`config.mk`:
```
export PLATFORM = sky130hd
export DESIGN_NAME = param_ram
export DESIGN_NICKNAME = d
export VERILOG_FILES = /design/src/rtl/param_load_pkg.sv /design/src/rtl/param_ram.sv
export VERILOG_INCLUDE_DIRS = /design/src /design/src/include
export SDC_FILE = /design/constraint.sdc
export NUM_CORES = 2
export LEC_CHECK = 0
export BUFFER_PORTS_ARGS = -buffer_cell sky130_fd_sc_hd__buf_4
export CELL_PAD_IN_SITES_DETAIL_PLACEMENT = 1
export CELL_PAD_IN_SITES_GLOBAL_PLACEMENT = 2
export CORE_AREA = 5 5 540 542
export CTS_CLUSTER_SIZE = 8
export DETAILED_ROUTE_END_ITERATION = 10
export DIE_AREA = 0 0 545 547
export HOLD_SLACK_MARGIN = 0.08
export MAX_ROUTING_LAYER = met4
export PLACE_DENSITY_LB_ADDON = 0.1
export SLEW_MARGIN = 20
export SYNTH_ARGS = -nofsm -noshare
export SYNTH_HDL_FRONTEND = slang
export SYNTH_SLANG_ARGS = --single-unit
```
`constraint.sdc`:
```
create_clock -name clk -period 10.4 [get_ports clk]
set_input_delay 2.08 -clock clk [delete_from_list [all_inputs] [get_ports clk]]
set_output_delay 2.08 -clock clk [all_outputs]
set_load 0.03 [all_outputs]
```
`src/include/param_load_config.svh`:
```
`ifndef PARAM_LOAD_CONFIG_SVH
`define PARAM_LOAD_CONFIG_SVH

// stream word and table entry width
`define PL_DATA_W 64

// weight buffer address width
// 1024 words, one stream word per entry
`define PL_WEIGHT_ADDR_W 10

// per-channel table address width
// 64 entries each for bias, scale and shift
`define PL_CHAN_ADDR_W 6

// matching depths for the ram instances
`define PL_WEIGHT_DEPTH (1 << `PL_WEIGHT_ADDR_W)
`define PL_CHAN_DEPTH (1 << `PL_CHAN_ADDR_W)

`endif

```
`src/rtl/param_load_pkg.sv`:
```
`include "param_load_config.svh"

package param_load_pkg;

   // load phases, walked in this order
   typedef enum logic [2:0] {
      PHASE_IDLE,
      PHASE_WEIGHT,
      PHASE_BIAS,
      PHASE_SCALE,
      PHASE_SHIFT
   } load_phase_e;

   // stream and table words
   typedef logic [`PL_DATA_W-1:0] data_t;

   // buffer and table addresses
   typedef logic [`PL_WEIGHT_ADDR_W-1:0] weight_addr_t;
   typedef logic [`PL_CHAN_ADDR_W-1:0] chan_addr_t;

   // lengths, one bit wider so a full buffer fits
   typedef logic [`PL_WEIGHT_ADDR_W:0] weight_count_t;
   typedef logic [`PL_CHAN_ADDR_W:0] chan_count_t;

endpackage

```
`src/rtl/param_ram.sv`:
```
`timescale 1ns/1ps

module param_ram #(
   parameter int ADDR_W = 6,
   parameter int DEPTH  = 64
) (
   input  logic                  clk,
   input  logic                  we,
   input  logic [ADDR_W-1:0]     wr_addr,
   input  param_load_pkg::data_t wr_data,
   input  logic [ADDR_W-1:0]     rd_addr,
   output param_load_pkg::data_t rd_data
);

   // contents undefined until loaded
   param_load_pkg::data_t mem [DEPTH];

   // write port, fed from the write stage
   always_ff @(posedge clk) begin
      if (we) begin
         mem[wr_addr] <= wr_data;
      end
   end

   // registered read, one cycle from address to data
   always_ff @(posedge clk) begin
      rd_data <= mem[rd_addr];
   end

endmodule

```
==> impl_results.md <==
- Sw Pwr: 8.21 mW
- Core area: 0.286 mm²
- Switching Share: 21.6%
- Period minus WS final: 4.97 ns
- Routability cong.: 0.785
- Syn Std Cell Area: 0.156 mm²
- Number of distinct library cells after synthesis: 33
- Pre-CTS setup slack: 4.29 ns
- Avg Cell Area, Syn: 23.7 µm²
- PD cells: 211 mW/mm²
- Least-Margin Pin Slew: 1.20 ns
- Drt drc: 0
- Dominant synthesized flop cell: edfxtp_1
- Starting Density: 54.6%
- Vias in the first global route: 80,836
- Root buffer cell: clkbuf_16
- Peak Freq: 0.201 GHz
- Detailed Routing Iterations Pass 1: 6
- Final ANT Viol Nets: 0
- Worst R2R Setup Slack: 8.09 ns
- Critical Path RT: 11.27 ns
- GRT overflow: 0
- Biggest area consumer among synthesized cells: edfxtp_1
- Power consumption: 37.9 mW
- Worst VDD drop: 166 µV
- Worst slew margin: 20.1%
- Clock power share: 46.3%
- CTS buffer count: 590
- WP data arrival: 5.84 ns
- FF+latch area: 0.124 mm²
- CTS Buffer Depth: 4
- Placed Area: 0.163 mm²
- Wire per inst: 41.3 µm
- Most common cell after layout, fill and taps aside: edfxtp_1
- Setup-failing EPs final: 0
- Clock sinks: 4,160
- RSZ-0062 raised after global routing: false
- Design area: 0.180 mm²
- Routed wire length: 465 mm
- Port bufs: 141
- Crit Path Max Fanout: 83
- First-pass GRT wire length: 651 mm
- Post-CTS resize count: 0
- Async S/R FF share, synth: 0%
- Period utilisation layout: 47.8%
- Syn nets: 6,676
- Gate Count Post-Synth: 6,598
- Outcome: complete, no violations
- YS warnings: 0
- Combinational power share: 4.4%
- Fin. Hold Viols: 0
- Total GRT Usage: 32.4%
- Fin Clk Skew: 0.0414 ns
- # rows: 197
- Synth top area share: 78.7%
- Fillers: 22,313
- Max_cap viols: 0
- Min Hold Slack: 0.845 ns
- Worst Path Class, Setup: in -> reg
- Die Area: 0.298 mm²
- Chip width: 545 µm
- Pins Over Slew Limit: 0
- Clk pin slew, worst setup/hold paths: 0.05 ns
- Die H: 547 µm
- Seq cells post-synth: 4,160
- Vias per cell: 6.92
- Final worst setup slack: 5.43 ns
- Setup TNS Final: 0 ns
- Post-synth EDFFs: 4,096
- H-tree Lvls: 6
- Most frequent cells in the layout: edfxtp_1 (4,096), mux4_2 (1,024), clkbuf_16 (597)
- 1st-iter DRT viols: 10,271
- Area contributors post-synth: edfxtp_1 (79%), mux4_2 (15%), mux2i_1 (0.86%)
- Io pins: 142
- CTS tree: yes
- Startpoint class of the critical path: primary input
- Multi-input gate area: 0.0308 mm²
- Hold Crit Class: reg -> reg
- Crit. End Element: flop
- Largest net degree at the start of global routing: 119
- Sequential area share after synthesis: 79.5%
- P_leak: 56.5 nW
- Final-stage net count: 7,236
- Area growth syn-to-layout: 14.9%
- Setup Fix Bufs, Post-CTS: 0
- Layout cells sized above 1: 28.4%
- Flop pwr share: 49.3%
- Initial antenna violation count: 25
- Vias: 77,846
- Internal power: 29.7 mW
- CTS Hold Bufs: 0
- Worst-Skew Late Latency: 1.02 ns
- Post-DP HPWL: 241 mm
==> cell families (layout without fill, tap and decap cells) <==
kind of cell           Yosys count  count (layout)  share of synthesized area [%]
buffers and inverters          389            1241                           1.18
other                            0              25                              0
flip-flops                    4160            4160                           79.5
AND/OR/NAND/NOR                386             386                           1.24
multiplexers                  1159            1159                           15.6
AO/OA/AOI/OAI                  504             504                           2.48
==> power groups by stage <==
stage          clock, mW  combinational [mW]  sequential, mW
2_1_floorplan          0               0.864            19.0
3_3_place_gp           0                1.64            19.0
3_5_place_dp           0                1.67            19.0
4_1_cts             17.8                1.68            18.7
5_1_grt             18.6                1.75            18.7
6_report            17.5                1.67            18.7
==> metrics by stage <==
step                cells  util [%]
CTS                 11231      62.7
floorplan            6598         -
global route        11245      62.7
detailed placement  10347      56.8
global placement    10344      56.8
finish              11256      62.7
==> cells in the mapped netlist, types with 38 or more instances <==
| cell type | instances |
|---|---|
| edfxtp_1 | 4096 |
| mux4_2 | 1024 |
| buf_2 | 170 |
| a22oi_1 | 168 |
| clkbuf_1 | 140 |
| mux2i_1 | 135 |
| nor2_1 | 112 |
| a22o_1 | 88 |
| o22ai_1 | 83 |
| and3_1 | 64 |
| dfxtp_1 | 64 |
| a211oi_1 | 63 |
| nand2_1 | 58 |
| nand3_1 | 45 |
| o221ai_1 | 38 |
==> routing by layer <==
layer	GRT usage (%)	routed length [µm]	share of wire, %	up-vias
met4	10.8	16900	3.6	0
met2	50.1	227000	49	4355
met3	4.69	40100	8.6	859
met5	-	0	0	-
met1	45.3	181000	39	43010
li1	-	-	-	29622
==> cell type report <==
type | instances | area share [%]
Timing Repair Buffer | 338 | 1.63
Sequential cell | 4160 | 69.2
Inverter | 19 | 0.0397
Clock buffer | 834 | 8.81
Tap cell | 3781 | 2.63
Clock inverter | 50 | 0.514
Antenna cell | 25 | 0.0348
Multi-Input combinational cell | 2049 | 17.1
==> final timing paths <==
| path | cells past startpoint | from | to |
|---|---|---|---|
| max reg2reg | 5 | mem[55][39] | rd_data[39] |
| min reg2reg | 4 | mem[36][2] | rd_data[2] |
| min | 4 | mem[36][2] | rd_data[2] |
| max | 8 | rd_addr[0] | rd_data[34] |
==> flip-flops by register name, summed over array words and instances, names as in the netlist <==
signal and flops:
rd_data 64, mem 4096
==> worst max-delay path, cell delays in order <==
cell and delay (ns):
buf_16 0.48, buf_12 0.60, buf_12 0.57, mux4_2 0.57, nor2b_1 0.14, a211oi_1 0.53, o22ai_1 0.39, and3_1 0.27
Note: power is estimated with default switching activity, not from simulation.
