### config.mk
export PLATFORM = sky130hd
export DESIGN_NAME = load_sequencer
export DESIGN_NICKNAME = d
export VERILOG_FILES = /design/src/rtl/param_load_pkg.sv /design/src/rtl/load_sequencer.sv
export VERILOG_INCLUDE_DIRS = /design/src /design/src/include
export SDC_FILE = /design/constraint.sdc
export NUM_CORES = 1
export LEC_CHECK = 0
export ABC_AREA = 1
export ABC_CLOCK_PERIOD_IN_PS = 2180
export BUFFER_PORTS_ARGS = -buffer_cell sky130_fd_sc_hd__buf_2
export CAP_MARGIN = 20
export CORE_MARGIN = 4
export CORE_UTILIZATION = 40
export CTS_BUF_LIST = sky130_fd_sc_hd__clkbuf_4
export DETAILED_ROUTE_END_ITERATION = 7
export GPL_TIMING_DRIVEN = 1
export PLACE_DENSITY = 0.67
export SYNTH_ARGS = -nofsm -noshare
export SYNTH_HDL_FRONTEND = slang
export SYNTH_SLANG_ARGS = --single-unit
### constraint.sdc
create_clock -name clk -period 2.18 [get_ports clk]
set_input_delay 0.436 -clock clk [delete_from_list [all_inputs] [get_ports clk]]
set_output_delay 0.436 -clock clk [all_outputs]
set_load 0.02 [all_outputs]
### src/include/param_load_config.svh
`ifndef PARAM_LOAD_CONFIG_SVH
`define PARAM_LOAD_CONFIG_SVH

// stream word and table entry width
`define PL_DATA_W 64

// weight buffer address width
// 1024 words, one stream word per entry
`define PL_WEIGHT_ADDR_W 10

// per-channel table address width
// 64 entries each for bias, scale and shift
`define PL_CHAN_ADDR_W 6

// matching depths for the ram instances
`define PL_WEIGHT_DEPTH (1 << `PL_WEIGHT_ADDR_W)
`define PL_CHAN_DEPTH (1 << `PL_CHAN_ADDR_W)

`endif

### src/rtl/param_load_pkg.sv
`include "param_load_config.svh"

package param_load_pkg;

   // load phases, walked in this order
   typedef enum logic [2:0] {
      PHASE_IDLE,
      PHASE_WEIGHT,
      PHASE_BIAS,
      PHASE_SCALE,
      PHASE_SHIFT
   } load_phase_e;

   // stream and table words
   typedef logic [`PL_DATA_W-1:0] data_t;

   // buffer and table addresses
   typedef logic [`PL_WEIGHT_ADDR_W-1:0] weight_addr_t;
   typedef logic [`PL_CHAN_ADDR_W-1:0] chan_addr_t;

   // lengths, one bit wider so a full buffer fits
   typedef logic [`PL_WEIGHT_ADDR_W:0] weight_count_t;
   typedef logic [`PL_CHAN_ADDR_W:0] chan_count_t;

endpackage

### src/rtl/load_sequencer.sv
`timescale 1ns/1ps

module load_sequencer (
   input  logic                          clk,
   input  logic                          rst,
   input  logic                          start,
   input  param_load_pkg::weight_count_t weight_len,
   input  param_load_pkg::chan_count_t   chan_len,
   input  logic                          s_valid,
   output logic                          s_ready,
   output logic                          done,
   output logic                          beat,
   output param_load_pkg::load_phase_e   phase,
   output param_load_pkg::weight_addr_t  index
);

   // lengths held for the whole load
   param_load_pkg::weight_count_t weight_len_q;
   param_load_pkg::chan_count_t   chan_len_q;

   // beats accepted in the current phase
   param_load_pkg::weight_addr_t  count;

   param_load_pkg::weight_count_t phase_len;
   param_load_pkg::weight_count_t count_inc;
   param_load_pkg::load_phase_e   next_phase;
   logic                          last_beat;

   // accepted beat, ready is already registered
   assign beat = s_valid & s_ready;
   assign index = count;

   // weight phase uses its own length, the tables share chan_len
   assign phase_len = (phase == param_load_pkg::PHASE_WEIGHT) ?
                      weight_len_q :
                      param_load_pkg::weight_count_t'(chan_len_q);

   // count + 1 in the wider type so len == 1024 still matches
   assign count_inc = param_load_pkg::weight_count_t'(count) +
                      param_load_pkg::weight_count_t'(1);
   assign last_beat = (count_inc == phase_len);

   // phase order after the last beat of a phase
   always_comb begin
      case (phase)
         param_load_pkg::PHASE_WEIGHT: next_phase = param_load_pkg::PHASE_BIAS;
         param_load_pkg::PHASE_BIAS:   next_phase = param_load_pkg::PHASE_SCALE;
         param_load_pkg::PHASE_SCALE:  next_phase = param_load_pkg::PHASE_SHIFT;
         default:                      next_phase = param_load_pkg::PHASE_IDLE;
      endcase
   end

   // length capture, only when a load is accepted
   always_ff @(posedge clk) begin
      if (rst) begin
         weight_len_q <= '0;
         chan_len_q <= '0;
      end else if (phase == param_load_pkg::PHASE_IDLE && start) begin
         weight_len_q <= weight_len;
         chan_len_q <= chan_len;
      end
   end

   // phase fsm and beat counter
   always_ff @(posedge clk) begin
      if (rst) begin
         phase <= param_load_pkg::PHASE_IDLE;
         count <= '0;
      end else if (phase == param_load_pkg::PHASE_IDLE) begin
         count <= '0;
         if (start) begin
            phase <= param_load_pkg::PHASE_WEIGHT;
         end
      end else if (beat) begin
         if (last_beat) begin
            // counter restarts at each phase boundary
            count <= '0;
            phase <= next_phase;
         end else begin
            count <= count + 1'b1;
         end
      end
   end

   // ready up on start, down with the last shift beat
   // stays high across the inner phase changes
   always_ff @(posedge clk) begin
      if (rst) begin
         s_ready <= 1'b0;
      end else if (phase == param_load_pkg::PHASE_IDLE && start) begin
         s_ready <= 1'b1;
      end else if (phase == param_load_pkg::PHASE_SHIFT && beat && last_beat) begin
         s_ready <= 1'b0;
      end
   end

   // single cycle completion pulse
   always_ff @(posedge clk) begin
      if (rst) begin
         done <= 1'b0;
      end else begin
         done <= (phase == param_load_pkg::PHASE_SHIFT) && beat && last_beat;
      end
   end

   // no beat can be taken outside a load
   a_ready_idle : assert property (@(posedge clk) disable iff (rst)
      (phase == param_load_pkg::PHASE_IDLE) |-> !s_ready);

   // one pulse per load
   a_done_pulse : assert property (@(posedge clk) disable iff (rst)
      done |=> !done);

   // zero length would wrap the counter
   a_len_nonzero : assert property (@(posedge clk) disable iff (rst)
      (phase == param_load_pkg::PHASE_IDLE && start) |->
      (weight_len != '0 && chan_len != '0));

endmodule

==> summary.txt <==
Place
  • DP Wirelength: 3575 um
  • DP Worst Slack: 0.2197 ns
  • Routability cong.: 0.8756
  • Placed cell area: 2228 um^2
  • Placed cells: 397
  • I/O Buffers: 37

Timing
  • Final setup viols: 0
  • Slew headroom: 0.7018
  • WHS: 0.3664 ns
  • Final setup TNS: 0 ns
  • Final period util: 0.8790
  • Clock Skews: 0.001499 ns
  • FMAX: 0.5218 GHz
  • Setup ws final: 0.2637 ns
  • Worst slew pin tran: 0.4457 ns
  • RSZ-0062 raised after global routing: false
  • Final critical-path required period: 1.916 ns
  • Final Slew Violations: 0
  • Fin. Hold Viols: 0

Min path
  • HP Class: in -> reg

Die
  • Die Area: 6019 um^2
  • Initial core utilization: 0.4128
  • Die X: 77.59 um
  • Die height: 77.59 um
  • Top-Level Pins: 38
  • Core outline area: 4692 um^2
  • Row cnt: 25

Layout
  • Non-Filler Instances: 405
  • Layout cell share with drive strength beyond 1: 0.2051
  • Nets: 373
  • Final core occ: 0.4883
  • # fillers: 513
  • Ant. Diodes: 0
  • Final Cell Area: 2291 um^2
  • Area grow syn2layout: 18.28%

Global route
  • First-pass GRT wire length: 8073 um
  • GR Util All Layers: 0.1666
  • Largest net degree at the start of global routing: 39
  • Initial antenna violation count: 0
  • M1 GR Usage: 0.2288
  • Vias in the first global route: 1,826
  • M3 GR Usage: 0.03248
  • M2 GR Usage: 0.2483
  • Overflow after GRT: 0
  • Top Usage Layer GRT: met2

Routing
  • DRT Wirelength: 4600 um
  • Initial DRC Count: 103
  • Antenna-violating nets left: 0
  • DR vias: 2,012
  • Vias per cell: 4.968
  • Routed WL per cell: 11.36 um
  • Residual DRC count: 0
  • Drt pass-1 iters: 4

Clock network
  • Clock Latency Late Sink: 0.33 ns
  • CTS clk-pin slew, worst paths: 0.10 ns
  • Clk sinks: 33
  • Setup Fix Bufs, Post-CTS: 0
  • Hold Buf Count CTS: 0
  • CTS resizes: 0
  • Total CTS buffers: 5
  • Clock Tree Root: clkbuf_4
  • CTS H-Tree Depth: 2
  • TritonCTS clock tree: yes
  • Buffers from clock root to sink, at most: 2

Power
  • Leakage power: 1.061 nW
  • Power density over cell area: 599.7 nW/um^2
  • Max VDD drop: 0.3293 mV
  • Power Total: 1.374 mW

Setup path
  • R2R Path Start: phase[1]
  • Crit end category: flop
  • Crit start category: flop
  • Crit path DAT: 2.19 ns
  • Critical Path Fanout Max: 14
  • R2r endpoint: phase[1]
  • Setup crit end: phase[1]
  • CP Launch Point: phase[1]
  • Crit path required time: 2.45 ns
  • Worst Reg-to-Reg Cells: 14
  • Setup slack, reg-to-reg: 0.26 ns
  • Critical path class: reg -> reg

Synth
  • Average cell area after synthesis: 6.330 um^2
  • Post-synth ARST share: 0
  • Yosys reg bits: 33
  • Most frequent cell after synthesis: nand2_1
  • Top_reg_cell synth: dfxtp_1
  • Post-synth EDFFs: 0
  • Netlist cell types: 26
  • Syn Nets: 329
  • Cell taking the most area after synthesis: dfxtp_1
  • Yosys warns: 0
  • Synthesized cell area: 1937 um^2
  • Synth Instances: 306
  • Post-synthesis sequential area ratio: 0.3411
  • Synth top cells by count: nand2_1, inv_1, a21oi_1, dfxtp_1, nand3_1
  • Share of the synthesized area in the top cell type: 0.3411
  • Synth top area cells: dfxtp_1, nand2_1, a21oi_1

Outcome
  • Status: finished clean

Run
  • Max-Cap Viols: 0
-- placed cells by master, fill, tap and decap left out, types with 9 or more instances in the layout --
cell	synthesis	routed
a21oi_1	33	33
buf_2	0	37
buf_4	1	9
dfxtp_1	33	33
inv_1	38	38
nand2_1	92	92
nand3_1	26	26
nor2_1	16	16
o21ai_0	19	19
-- flip-flops by register name, summed over array words and instances (netlist names) --
| register | count |
|---|---|
| s_ready | 1 |
| chan_len_q | 7 |
| phase | 3 |
| done | 1 |
| weight_len_q | 11 |
| index | 10 |
-- worst min-delay path by stage --
| stage | startpoint | endpoint | slack [ns] | cells after the start |
|---|---|---|---|---|
| after global placement | weight_len_q[9] | weight_len_q[9] | 0.44 | 2 |
| after global routing | chan_len[6] | chan_len_q[6] | 0.35 | 3 |
| after detailed placement | weight_len_q[9] | weight_len_q[9] | 0.45 | 2 |
| after CTS | chan_len[6] | chan_len_q[6] | 0.35 | 3 |
| final | chan_len[6] | chan_len_q[6] | 0.37 | 3 |
| after floorplan | chan_len_q[2] | chan_len_q[2] | 0.42 | 2 |
-- power by group --
part | internal, mW | total, mW | switching, mW
Sequential | 0.647 | 0.664 | 0.0172
Clock | 0.135 | 0.342 | 0.206
Combinational | 0.132 | 0.368 | 0.236
-- worst max-delay path, cell delays in order, from the launching register on --
cell and delay (ns):
dfxtp_1 0.34, inv_2 0.09, nand3_2 0.18, buf_12 0.20, inv_1 0.06, nand2_1 0.06, nand2_1 0.06, nand2_1 0.04
nand2_1 0.05, nand2_1 0.08, nor2_2 0.26, nand4_4 0.16, nand2_2 0.10, nand2_1 0.06, a21oi_1 0.11
-- logic make-up (layout without fill, tap and decap cells) --
logic type                 after synthesis  in the layout  share of synthesized area
and+or+nand+nor                        159            159                     0.3837
xor gates and xnor gates                 2              2                   0.009046
adders and majority gates                1              1                   0.006459
AOI/OAI and AO/OA                       58             58                     0.1512
DFF                                     33             33                     0.3411
buffers and inverters                   53             98                     0.1085
-- cell type report --
class | instances | area (um^2) | share of cell area
repair buffers | 47 | 272.8 | 0.1191
flip-flops and latches | 33 | 660.6 | 0.2884
clock inverters | 2 | 10.01 | 0.004369
well taps | 54 | 67.56 | 0.02949
multi-input cells | 220 | 1074 | 0.4686
clock buffers | 6 | 45.04 | 0.01966
inverters | 43 | 161.4 | 0.07045
-- layer usage --
metal  up-vias  part of all wire
li1       1078                 -
met3        10             0.063
met1       871              0.49
met4         0             0.022
met2        53              0.42
met5         -                 0
Power figures use the tool's default switching activity.
