`src/include/param_load_config.svh`:
```
`ifndef PARAM_LOAD_CONFIG_SVH
`define PARAM_LOAD_CONFIG_SVH

// stream word and table entry width
`define PL_DATA_W 64

// weight buffer address width
// 1024 words, one stream word per entry
`define PL_WEIGHT_ADDR_W 10

// per-channel table address width
// 64 entries each for bias, scale and shift
`define PL_CHAN_ADDR_W 6

// matching depths for the ram instances
`define PL_WEIGHT_DEPTH (1 << `PL_WEIGHT_ADDR_W)
`define PL_CHAN_DEPTH (1 << `PL_CHAN_ADDR_W)

`endif

```
`src/rtl/param_load_pkg.sv`:
```
`include "param_load_config.svh"

package param_load_pkg;

   // load phases, walked in this order
   typedef enum logic [2:0] {
      PHASE_IDLE,
      PHASE_WEIGHT,
      PHASE_BIAS,
      PHASE_SCALE,
      PHASE_SHIFT
   } load_phase_e;

   // stream and table words
   typedef logic [`PL_DATA_W-1:0] data_t;

   // buffer and table addresses
   typedef logic [`PL_WEIGHT_ADDR_W-1:0] weight_addr_t;
   typedef logic [`PL_CHAN_ADDR_W-1:0] chan_addr_t;

   // lengths, one bit wider so a full buffer fits
   typedef logic [`PL_WEIGHT_ADDR_W:0] weight_count_t;
   typedef logic [`PL_CHAN_ADDR_W:0] chan_count_t;

endpackage

```
`src/rtl/param_write_stage.sv`:
```
`timescale 1ns/1ps
`include "param_load_config.svh"

module param_write_stage (
   input  logic                         clk,
   input  logic                         rst,
   input  logic                         beat,
   input  param_load_pkg::load_phase_e  phase,
   input  param_load_pkg::weight_addr_t index,
   input  param_load_pkg::data_t        s_data,
   output param_load_pkg::data_t        wr_data,
   output param_load_pkg::weight_addr_t weight_wr_addr,
   output param_load_pkg::chan_addr_t   chan_wr_addr,
   output logic                         weight_we,
   output logic                         bias_we,
   output logic                         scale_we,
   output logic                         shift_we
);

   // data and addresses follow the beat one cycle late
   always_ff @(posedge clk) begin
      if (beat) begin
         wr_data <= s_data;
         weight_wr_addr <= index;
         // channel tables take the low index bits
         chan_wr_addr <= index[`PL_CHAN_ADDR_W-1:0];
      end
   end

   // phase decode into one enable per table
   always_ff @(posedge clk) begin
      if (rst) begin
         weight_we <= 1'b0;
         bias_we <= 1'b0;
         scale_we <= 1'b0;
         shift_we <= 1'b0;
      end else begin
         weight_we <= beat && (phase == param_load_pkg::PHASE_WEIGHT);
         bias_we <= beat && (phase == param_load_pkg::PHASE_BIAS);
         scale_we <= beat && (phase == param_load_pkg::PHASE_SCALE);
         shift_we <= beat && (phase == param_load_pkg::PHASE_SHIFT);
      end
   end

   // every beat lands in exactly one table on the next edge
   a_we_onehot : assert property (@(posedge clk) disable iff (rst)
      beat |=> $onehot({weight_we, bias_we, scale_we, shift_we}));

endmodule

```
`config.mk`:
```
export PLATFORM = sky130hd
export DESIGN_NAME = param_write_stage
export DESIGN_NICKNAME = d
export VERILOG_FILES = /design/src/rtl/param_load_pkg.sv /design/src/rtl/param_write_stage.sv
export VERILOG_INCLUDE_DIRS = /design/src /design/src/include
export SDC_FILE = /design/constraint.sdc
export NUM_CORES = 1
export LEC_CHECK = 0
export ABC_AREA = 1
export BUFFER_PORTS_ARGS = -buffer_cell sky130_fd_sc_hd__buf_2
export CAP_MARGIN = 20
export CORE_MARGIN = 1
export CORE_UTILIZATION = 40
export CTS_BUF_LIST = sky130_fd_sc_hd__clkbuf_8
export DETAILED_ROUTE_END_ITERATION = 8
export GPL_ROUTABILITY_DRIVEN = 0
export PLACE_DENSITY = 0.76
export SYNTH_ARGS = -nofsm -noshare
export SYNTH_HDL_FRONTEND = slang
export SYNTH_SLANG_ARGS = --single-unit
```
`constraint.sdc`:
```
create_clock -name clk -period 0.8 [get_ports clk]
set_input_delay 0 -clock clk [delete_from_list [all_inputs] [get_ports clk]]
set_output_delay 0 -clock clk [all_outputs]
set_load 0.05 [all_outputs]
```
==> results of run 1 <==
## final cells by class
type	instances	share of cell area (%)
clock inverters	7	1.37
diodes	1	0.0516
inverters	3	0.232
well taps	72	1.86
repair buffers	246	45.6
clock buffers	9	2.55
multi-input cells	9	0.825
flip-flops and latches	78	47.6
## state kept, by name, indices dropped and copies added (netlist names)
register,count
shift_we,1
scale_we,1
bias_we,1
weight_wr_addr,10
wr_data,64
weight_we,1
## metal layers
layer | part of all wire [%] | GRT usage [%]
met5 | 0 | 0
met3 | 7.7 | 7.89
met2 | 51 | 46.5
met1 | 37 | 27.8
met4 | 4.4 | 15.5
## power breakdown
part           leakage (nW)  internal [mW]  switching (mW)  total, mW
Clock                0.0924           1.42            1.40       2.82
Sequential            0.759           4.82           0.176       4.99
Combinational          1.21           1.02            1.53       2.55
Total                  2.06           7.26            3.11       10.4
## worst max-delay path by stage
stage                                startpoint                           to  slack [ns]  depth (start not counted)
finish              weight_wr_addr[3]$_DFFE_PP_              chan_wr_addr[3]       -0.25                          1
detailed placement                         beat        wr_data[27]$_DFFE_PP_        0.13                          2
global route        weight_wr_addr[3]$_DFFE_PP_              chan_wr_addr[3]       -0.28                          1
CTS                 weight_wr_addr[1]$_DFFE_PP_              chan_wr_addr[1]       -0.18                          1
global placement                           beat  weight_wr_addr[9]$_DFFE_PP_        0.13                          2
floorplan           weight_wr_addr[0]$_DFFE_PP_            weight_wr_addr[0]       -0.06                          1
## Yosys cell counts
master,number
edfxtp_1,74
inv_1,3
nand2_1,1
nor2_1,4
or2_1,1
nand3_1,3
dfxtp_1,4
buf_4,6
## repair_timing
action,4_1_cts,5_1_grt
cloned,0,0
endpoints found under the setup margin,84,84
hold buffers,79,0
gates resized for setup,167,7
hold endpoints to repair,79,0
setup buffers,0,0
## metrics by stage
step / hold WS, ns / setup TNS, ns
after floorplan: 0.0989 / -0.363
after global placement: 0.176 / 0
after detailed placement: 0.178 / 0
after CTS: 0.112 / -9.37
after global routing: 0.112 / -12.44
final: 0.120 / -9.38
## cells by family after synthesis
| kind of cell | synth area share, % |
|---|---|
| flops | 96.0 |
| simple gates | 1.67 |
| buf+inv | 2.35 |
==> results.tsv, run 1 <==
stage	metric	value	unit
clock_tree	clock-sinks	78	
clock_tree	cts_max_level	3	
timing	finalHoldViolCount	0	
worst_setup_path	path_max_fanout	2	
clock_tree	cts_tree	yes	
finish	regArea	0.00231	mm2
synthesis	ys_seq_area_share	96.0	%
hold_path	hold_path_end	wr_data[48]$_DFFE_PP_	
worst_setup_path	start_kind	register	
routing	vias_per_cell	4.59	
timing	layout_setup_ws	-0.249	ns
clock_tree	cts_buffers	9	
routing	antenna_left	0	
worst_setup_path	worstSetupPathType	register to output port	
floorplan	placementRows	27	
pwr	ir_drop	0.00168	V
routing	num_vias	1950	
grt	grt_max_degree	27	
grt	grt_pass1_vias	2083	
floorplan	io_pins	164	
worst_setup_path	crit_required	0.80	ns
timing	period_needed	1.05	ns
synthesis	syn_inst	96	
worst_setup_path	critical_path.cell_chain	buf_6	
routing	dr.pass1.iters	4	
finish	layout_common_cells	buf_6, dlygate4sd3_1, buf_2, edfxtp_1, clkbuf_8	
timing	slew_violations	0	
place	dp_hpwl	3.94	mm
hold_path	hp-start	beat	
synthesis	synth_nets	176	
floorplan	dieWidth	79.4	um
hold_path	hold_depth	2	
run_status	status	finished with violations	
worst_setup_path	cpMaxStageDelayCell	edfxtp_1	
timing	setup-violations-final	84	
clock_tree	clock_path_buffers	2	
routing	wl	8.07	mm
synthesis	synth_area	0.00240	mm2
routing	wire_per_inst	19.0	um
finish	fill_cells	240	
timing	rsz0062_at_grt	true	
synthesis	yosysWarnings	0	
worst_setup_path	arrival	1.05	ns
worst_setup_path	crit_path_end_kind	output port	
synthesis	yosys.area.top_type	edfxtp_1	
finish	final_core_util	86.0	%
place	dp_slack	0.129	ns
synthesis	ys_types	8	
floorplan	fp.coreArea	0.00564	mm2
hold_path	hp-class	input pin to register	
routing	drcViolationCount	0	
pwr	power.total	10.4	mW
timing	finalCritPeriodShare	131	%
timing	clock.fmax	0.954	GHz
synthesis	ys_ff_latch	78	
finish	multi_input_area	40.0	um2
place	dp.cells	329	
clock_tree	ctsRootBufferMaster	clkbuf_8	
floorplan	die_y	79.4	um
run_status	violations	setup timing	
synthesis	synthTopCellsByArea	edfxtp_1, dfxtp_1, buf_4	
place	io_buffers	163	
grt	track_usage	26.4	%
synthesis	synth_top_area_share	92.6	%
pwr	power_density	2140	mW/mm2
worst_setup_path	max_stage_delay	0.49	ns
floorplan	die_area	0.00631	mm2
finish	nNetsFinal	427	
finish	final_area	0.00485	mm2
finish	layout_commonest_cell	buf_6	
grt	grt_pass1_wl	11.3	mm
timing	worst_pin_slew	0.216	ns
finish	fin_cells	425	
worst_setup_path	critPathBufInv	1	
routing	drtIter0Drc	91	
floorplan	initial_utilization	42.5	%
job	maxCapViolCount	0	
pwr	leakage	2.06	nW
timing	slew-limit-headroom	85.6	%
finish	syn_to_final_growth	102	%
grt	antenna_found_initial	1	
grt	grt-ovfl-total	0	
synthesis	synth_area_per_cell	25.0	um2
place	post_dp_cell_area	0.00333	mm2
finish	final_layout_size_suffix_gt1_share	52.8	%
clock_tree	path_clk_slew	0.09	ns
worst_setup_path	crit_family	flip-flops	
No activity file was read; power rests on OpenSTA's default activity.
==> run 2, diff against run 1 <==
==> constraint.sdc (replaced) <==
create_clock -name clk -period 0.8 [get_ports clk]
set_input_delay 0.08 -clock clk [delete_from_list [all_inputs] [get_ports clk]]
set_output_delay 0.08 -clock clk [all_outputs]
set_load 0.05 [all_outputs]
==> run 2 against run 1 <==
Effect of this change:
- the run still ends with setup timing left
- global-route usage grew 1.5 points
- fmax fell by 7.7%
- combinational power barely moved
- clock-buffer cell count unchanged
- first-iteration DRC count rose by 56%
- wire length grew 4.3%
- highest routed layer unchanged
- cell area decreased by 0.41%
- worst setup slack lost 0.087 ns
==> results.tsv, run 2 (synthesis results as in run 1) <==
stage	metric	value	unit
run_status	violations	setup timing	
pwr	leakage	2.05	nW
timing	clock.fmax	0.881	GHz
floorplan	fp.coreArea	0.00564	mm2
floorplan	initial_utilization	42.5	%
hold_path	hold_depth	1	
routing	vias_per_cell	4.63	
routing	drtIter0Drc	142	
routing	drcViolationCount	0	
worst_setup_path	arrival	1.06	ns
worst_setup_path	worstSetupPathType	register to output port	
clock_tree	cts_max_level	3	
pwr	power.total	10.5	mW
timing	slew_violations	0	
worst_setup_path	crit_path_end_kind	output port	
pwr	p_seq_share	47.8	%
clock_tree	cts_tree	yes	
timing	rsz0062_at_grt	true	
grt	antenna_found_initial	0	
pwr	swShare	30.6	%
finish	regMostFlops	wr_data	
finish	syn_to_final_growth	101	%
place	dp.cells	329	
pwr	pwr-share-comb	24.4	%
timing	finalCritPeriodShare	142	%
timing	finalHoldViolCount	0	
floorplan	io_pins	164	
routing	wl	8.42	mm
pwr	power_density	2160	mW/mm2
pwr	clockPowerShare	27.7	%
pwr	p_sw	3.20	mW
grt	grt_max_degree	27	
timing	setup-violations-final	84	
clock_tree	cts_buffers	9	
clock_tree	path_clk_slew	0.09	ns
pwr	ir_drop	0.00168	V
hold_path	hp-class	input pin to register	
clock_tree	clock-sinks	78	
finish	largest_reg_flops	64	
worst_setup_path	critical_path.cell_chain	buf_6	
timing	period_needed	1.14	ns
timing	worst_pin_slew	0.218	ns
hold_path	hold_path_end	weight_wr_addr[1]$_DFFE_PP_	
worst_setup_path	path_max_fanout	2	
worst_setup_path	start_kind	register	
finish	final_layout_size_suffix_gt1_share	53.2	%
timing	slew-limit-headroom	85.5	%
grt	grt_pass1_wl	11.9	mm
run_status	status	finished with violations	
finish	fin_cells	420	
clock_tree	clock_path_buffers	2	
clock_tree	ctsRootBufferMaster	clkbuf_8	
worst_setup_path	crit_family	flip-flops	
routing	dr.pass1.iters	4	
grt	grt-ovfl-total	0	
grt	track_usage	28.0	%
routing	wire_per_inst	20.1	um
worst_setup_path	crit_required	0.72	ns
place	dp_hpwl	3.89	mm
finish	nNetsFinal	424	
floorplan	dieWidth	79.4	um
worst_setup_path	cpMaxStageDelayCell	edfxtp_1	
grt	grt_pass1_vias	2170	
timing	layout_setup_ws	-0.336	ns
timing	holdWs	0.0324	ns
worst_setup_path	critPathBufInv	1	
routing	antenna_left	0	
floorplan	die_y	79.4	um
finish	reg.largest.list	wr_data (64), weight_wr_addr (10)	
place	io_buffers	163	
finish	diodes	0	
pwr	intPower	7.25	mW
clock_tree	cts_setup_buffers	0	
hold_path	hp-start	beat	
job	maxCapViolCount	0	
finish	layout_commonest_cell	buf_6	
floorplan	die_area	0.00631	mm2
floorplan	placementRows	27	
routing	num_vias	1944	
worst_setup_path	max_stage_delay	0.49	ns
finish	layout_common_cells	buf_6, dlygate4sd3_1, buf_2, edfxtp_1, clkbuf_8	
run 2: cell count changes in the layout (fill, tap and decap cells not counted), sizes merged:
cell,delta
inv,-1
dlygate4sd3,-1
buf,-2
clkinvlp,-1
diode,-1
clkinv,+1
run 2: power by group through the flow:
stage / logic (mW) / registers (mW) / clock network [mW]
after floorplan: 0.146 / 6.08 / 0
after CTS: 2.49 / 4.97 / 2.85
after global placement: 1.80 / 4.96 / 0
after detailed placement: 1.82 / 4.97 / 0
final: 2.55 / 5.00 / 2.90
after global routing: 2.62 / 5.02 / 3.09
run 2: timing repair:
item	in CTS	in global routing
pin swaps	0	2
setup endpoints to repair	84	87
hold buffers	78	0
resized for setup	174	1
gates cloned	0	0
endpoints found under the hold margin	78	0
run 2: worst max path at each step:
stage / from / endpoint / slack [ns] / cells past startpoint
4_1_cts: weight_wr_addr[0]$_DFFE_PP_ / weight_wr_addr[0] / -0.27 / 1
5_1_grt: weight_wr_addr[2]$_DFFE_PP_ / weight_wr_addr[2] / -0.37 / 1
3_3_place_gp: beat / weight_wr_addr[9]$_DFFE_PP_ / 0.05 / 2
2_1_floorplan: weight_wr_addr[0]$_DFFE_PP_ / weight_wr_addr[0] / -0.14 / 1
6_report: weight_wr_addr[2]$_DFFE_PP_ / weight_wr_addr[2] / -0.34 / 1
3_5_place_dp: beat / wr_data[27]$_DFFE_PP_ / 0.05 / 2
run 2: per-layer routing:
layer	wire length [um]	track usage, %	up-vias
li1	-	-	858
met1	3090	29.5	939
met2	4390	49.7	122
met3	639	8.57	25
met4	306	14.7	0
met5	0	0	-
run 2: stage by stage:
step | cell area (um2) | TNS [ns] | utilization [%] | setup slack, ns
after floorplan | 2420 | -0.843 | - | -0.140
after global placement | 3330 | 0 | 59.0 | 0.0494
after detailed placement | 3330 | 0 | 59.0 | 0.0540
after CTS | 4840 | -16.08 | 85.7 | -0.272
after global routing | 4830 | -19.43 | 85.6 | -0.375
final | 4830 | -16.84 | 85.6 | -0.336
run 2: layout make-up:
| cell class | count | area (um2) |
|---|---|---|
| Sequential cell | 78 | 2310 |
| Timing Repair Buffer | 243 | 2190 |
| Fill cell | 248 | 811 |
| Clock buffer | 9 | 124 |
| Tap cell | 72 | 90.1 |
| Clock inverter | 6 | 63.8 |
| Multi-Input combinational cell | 9 | 45.0 |
| Inverter | 3 | 11.3 |
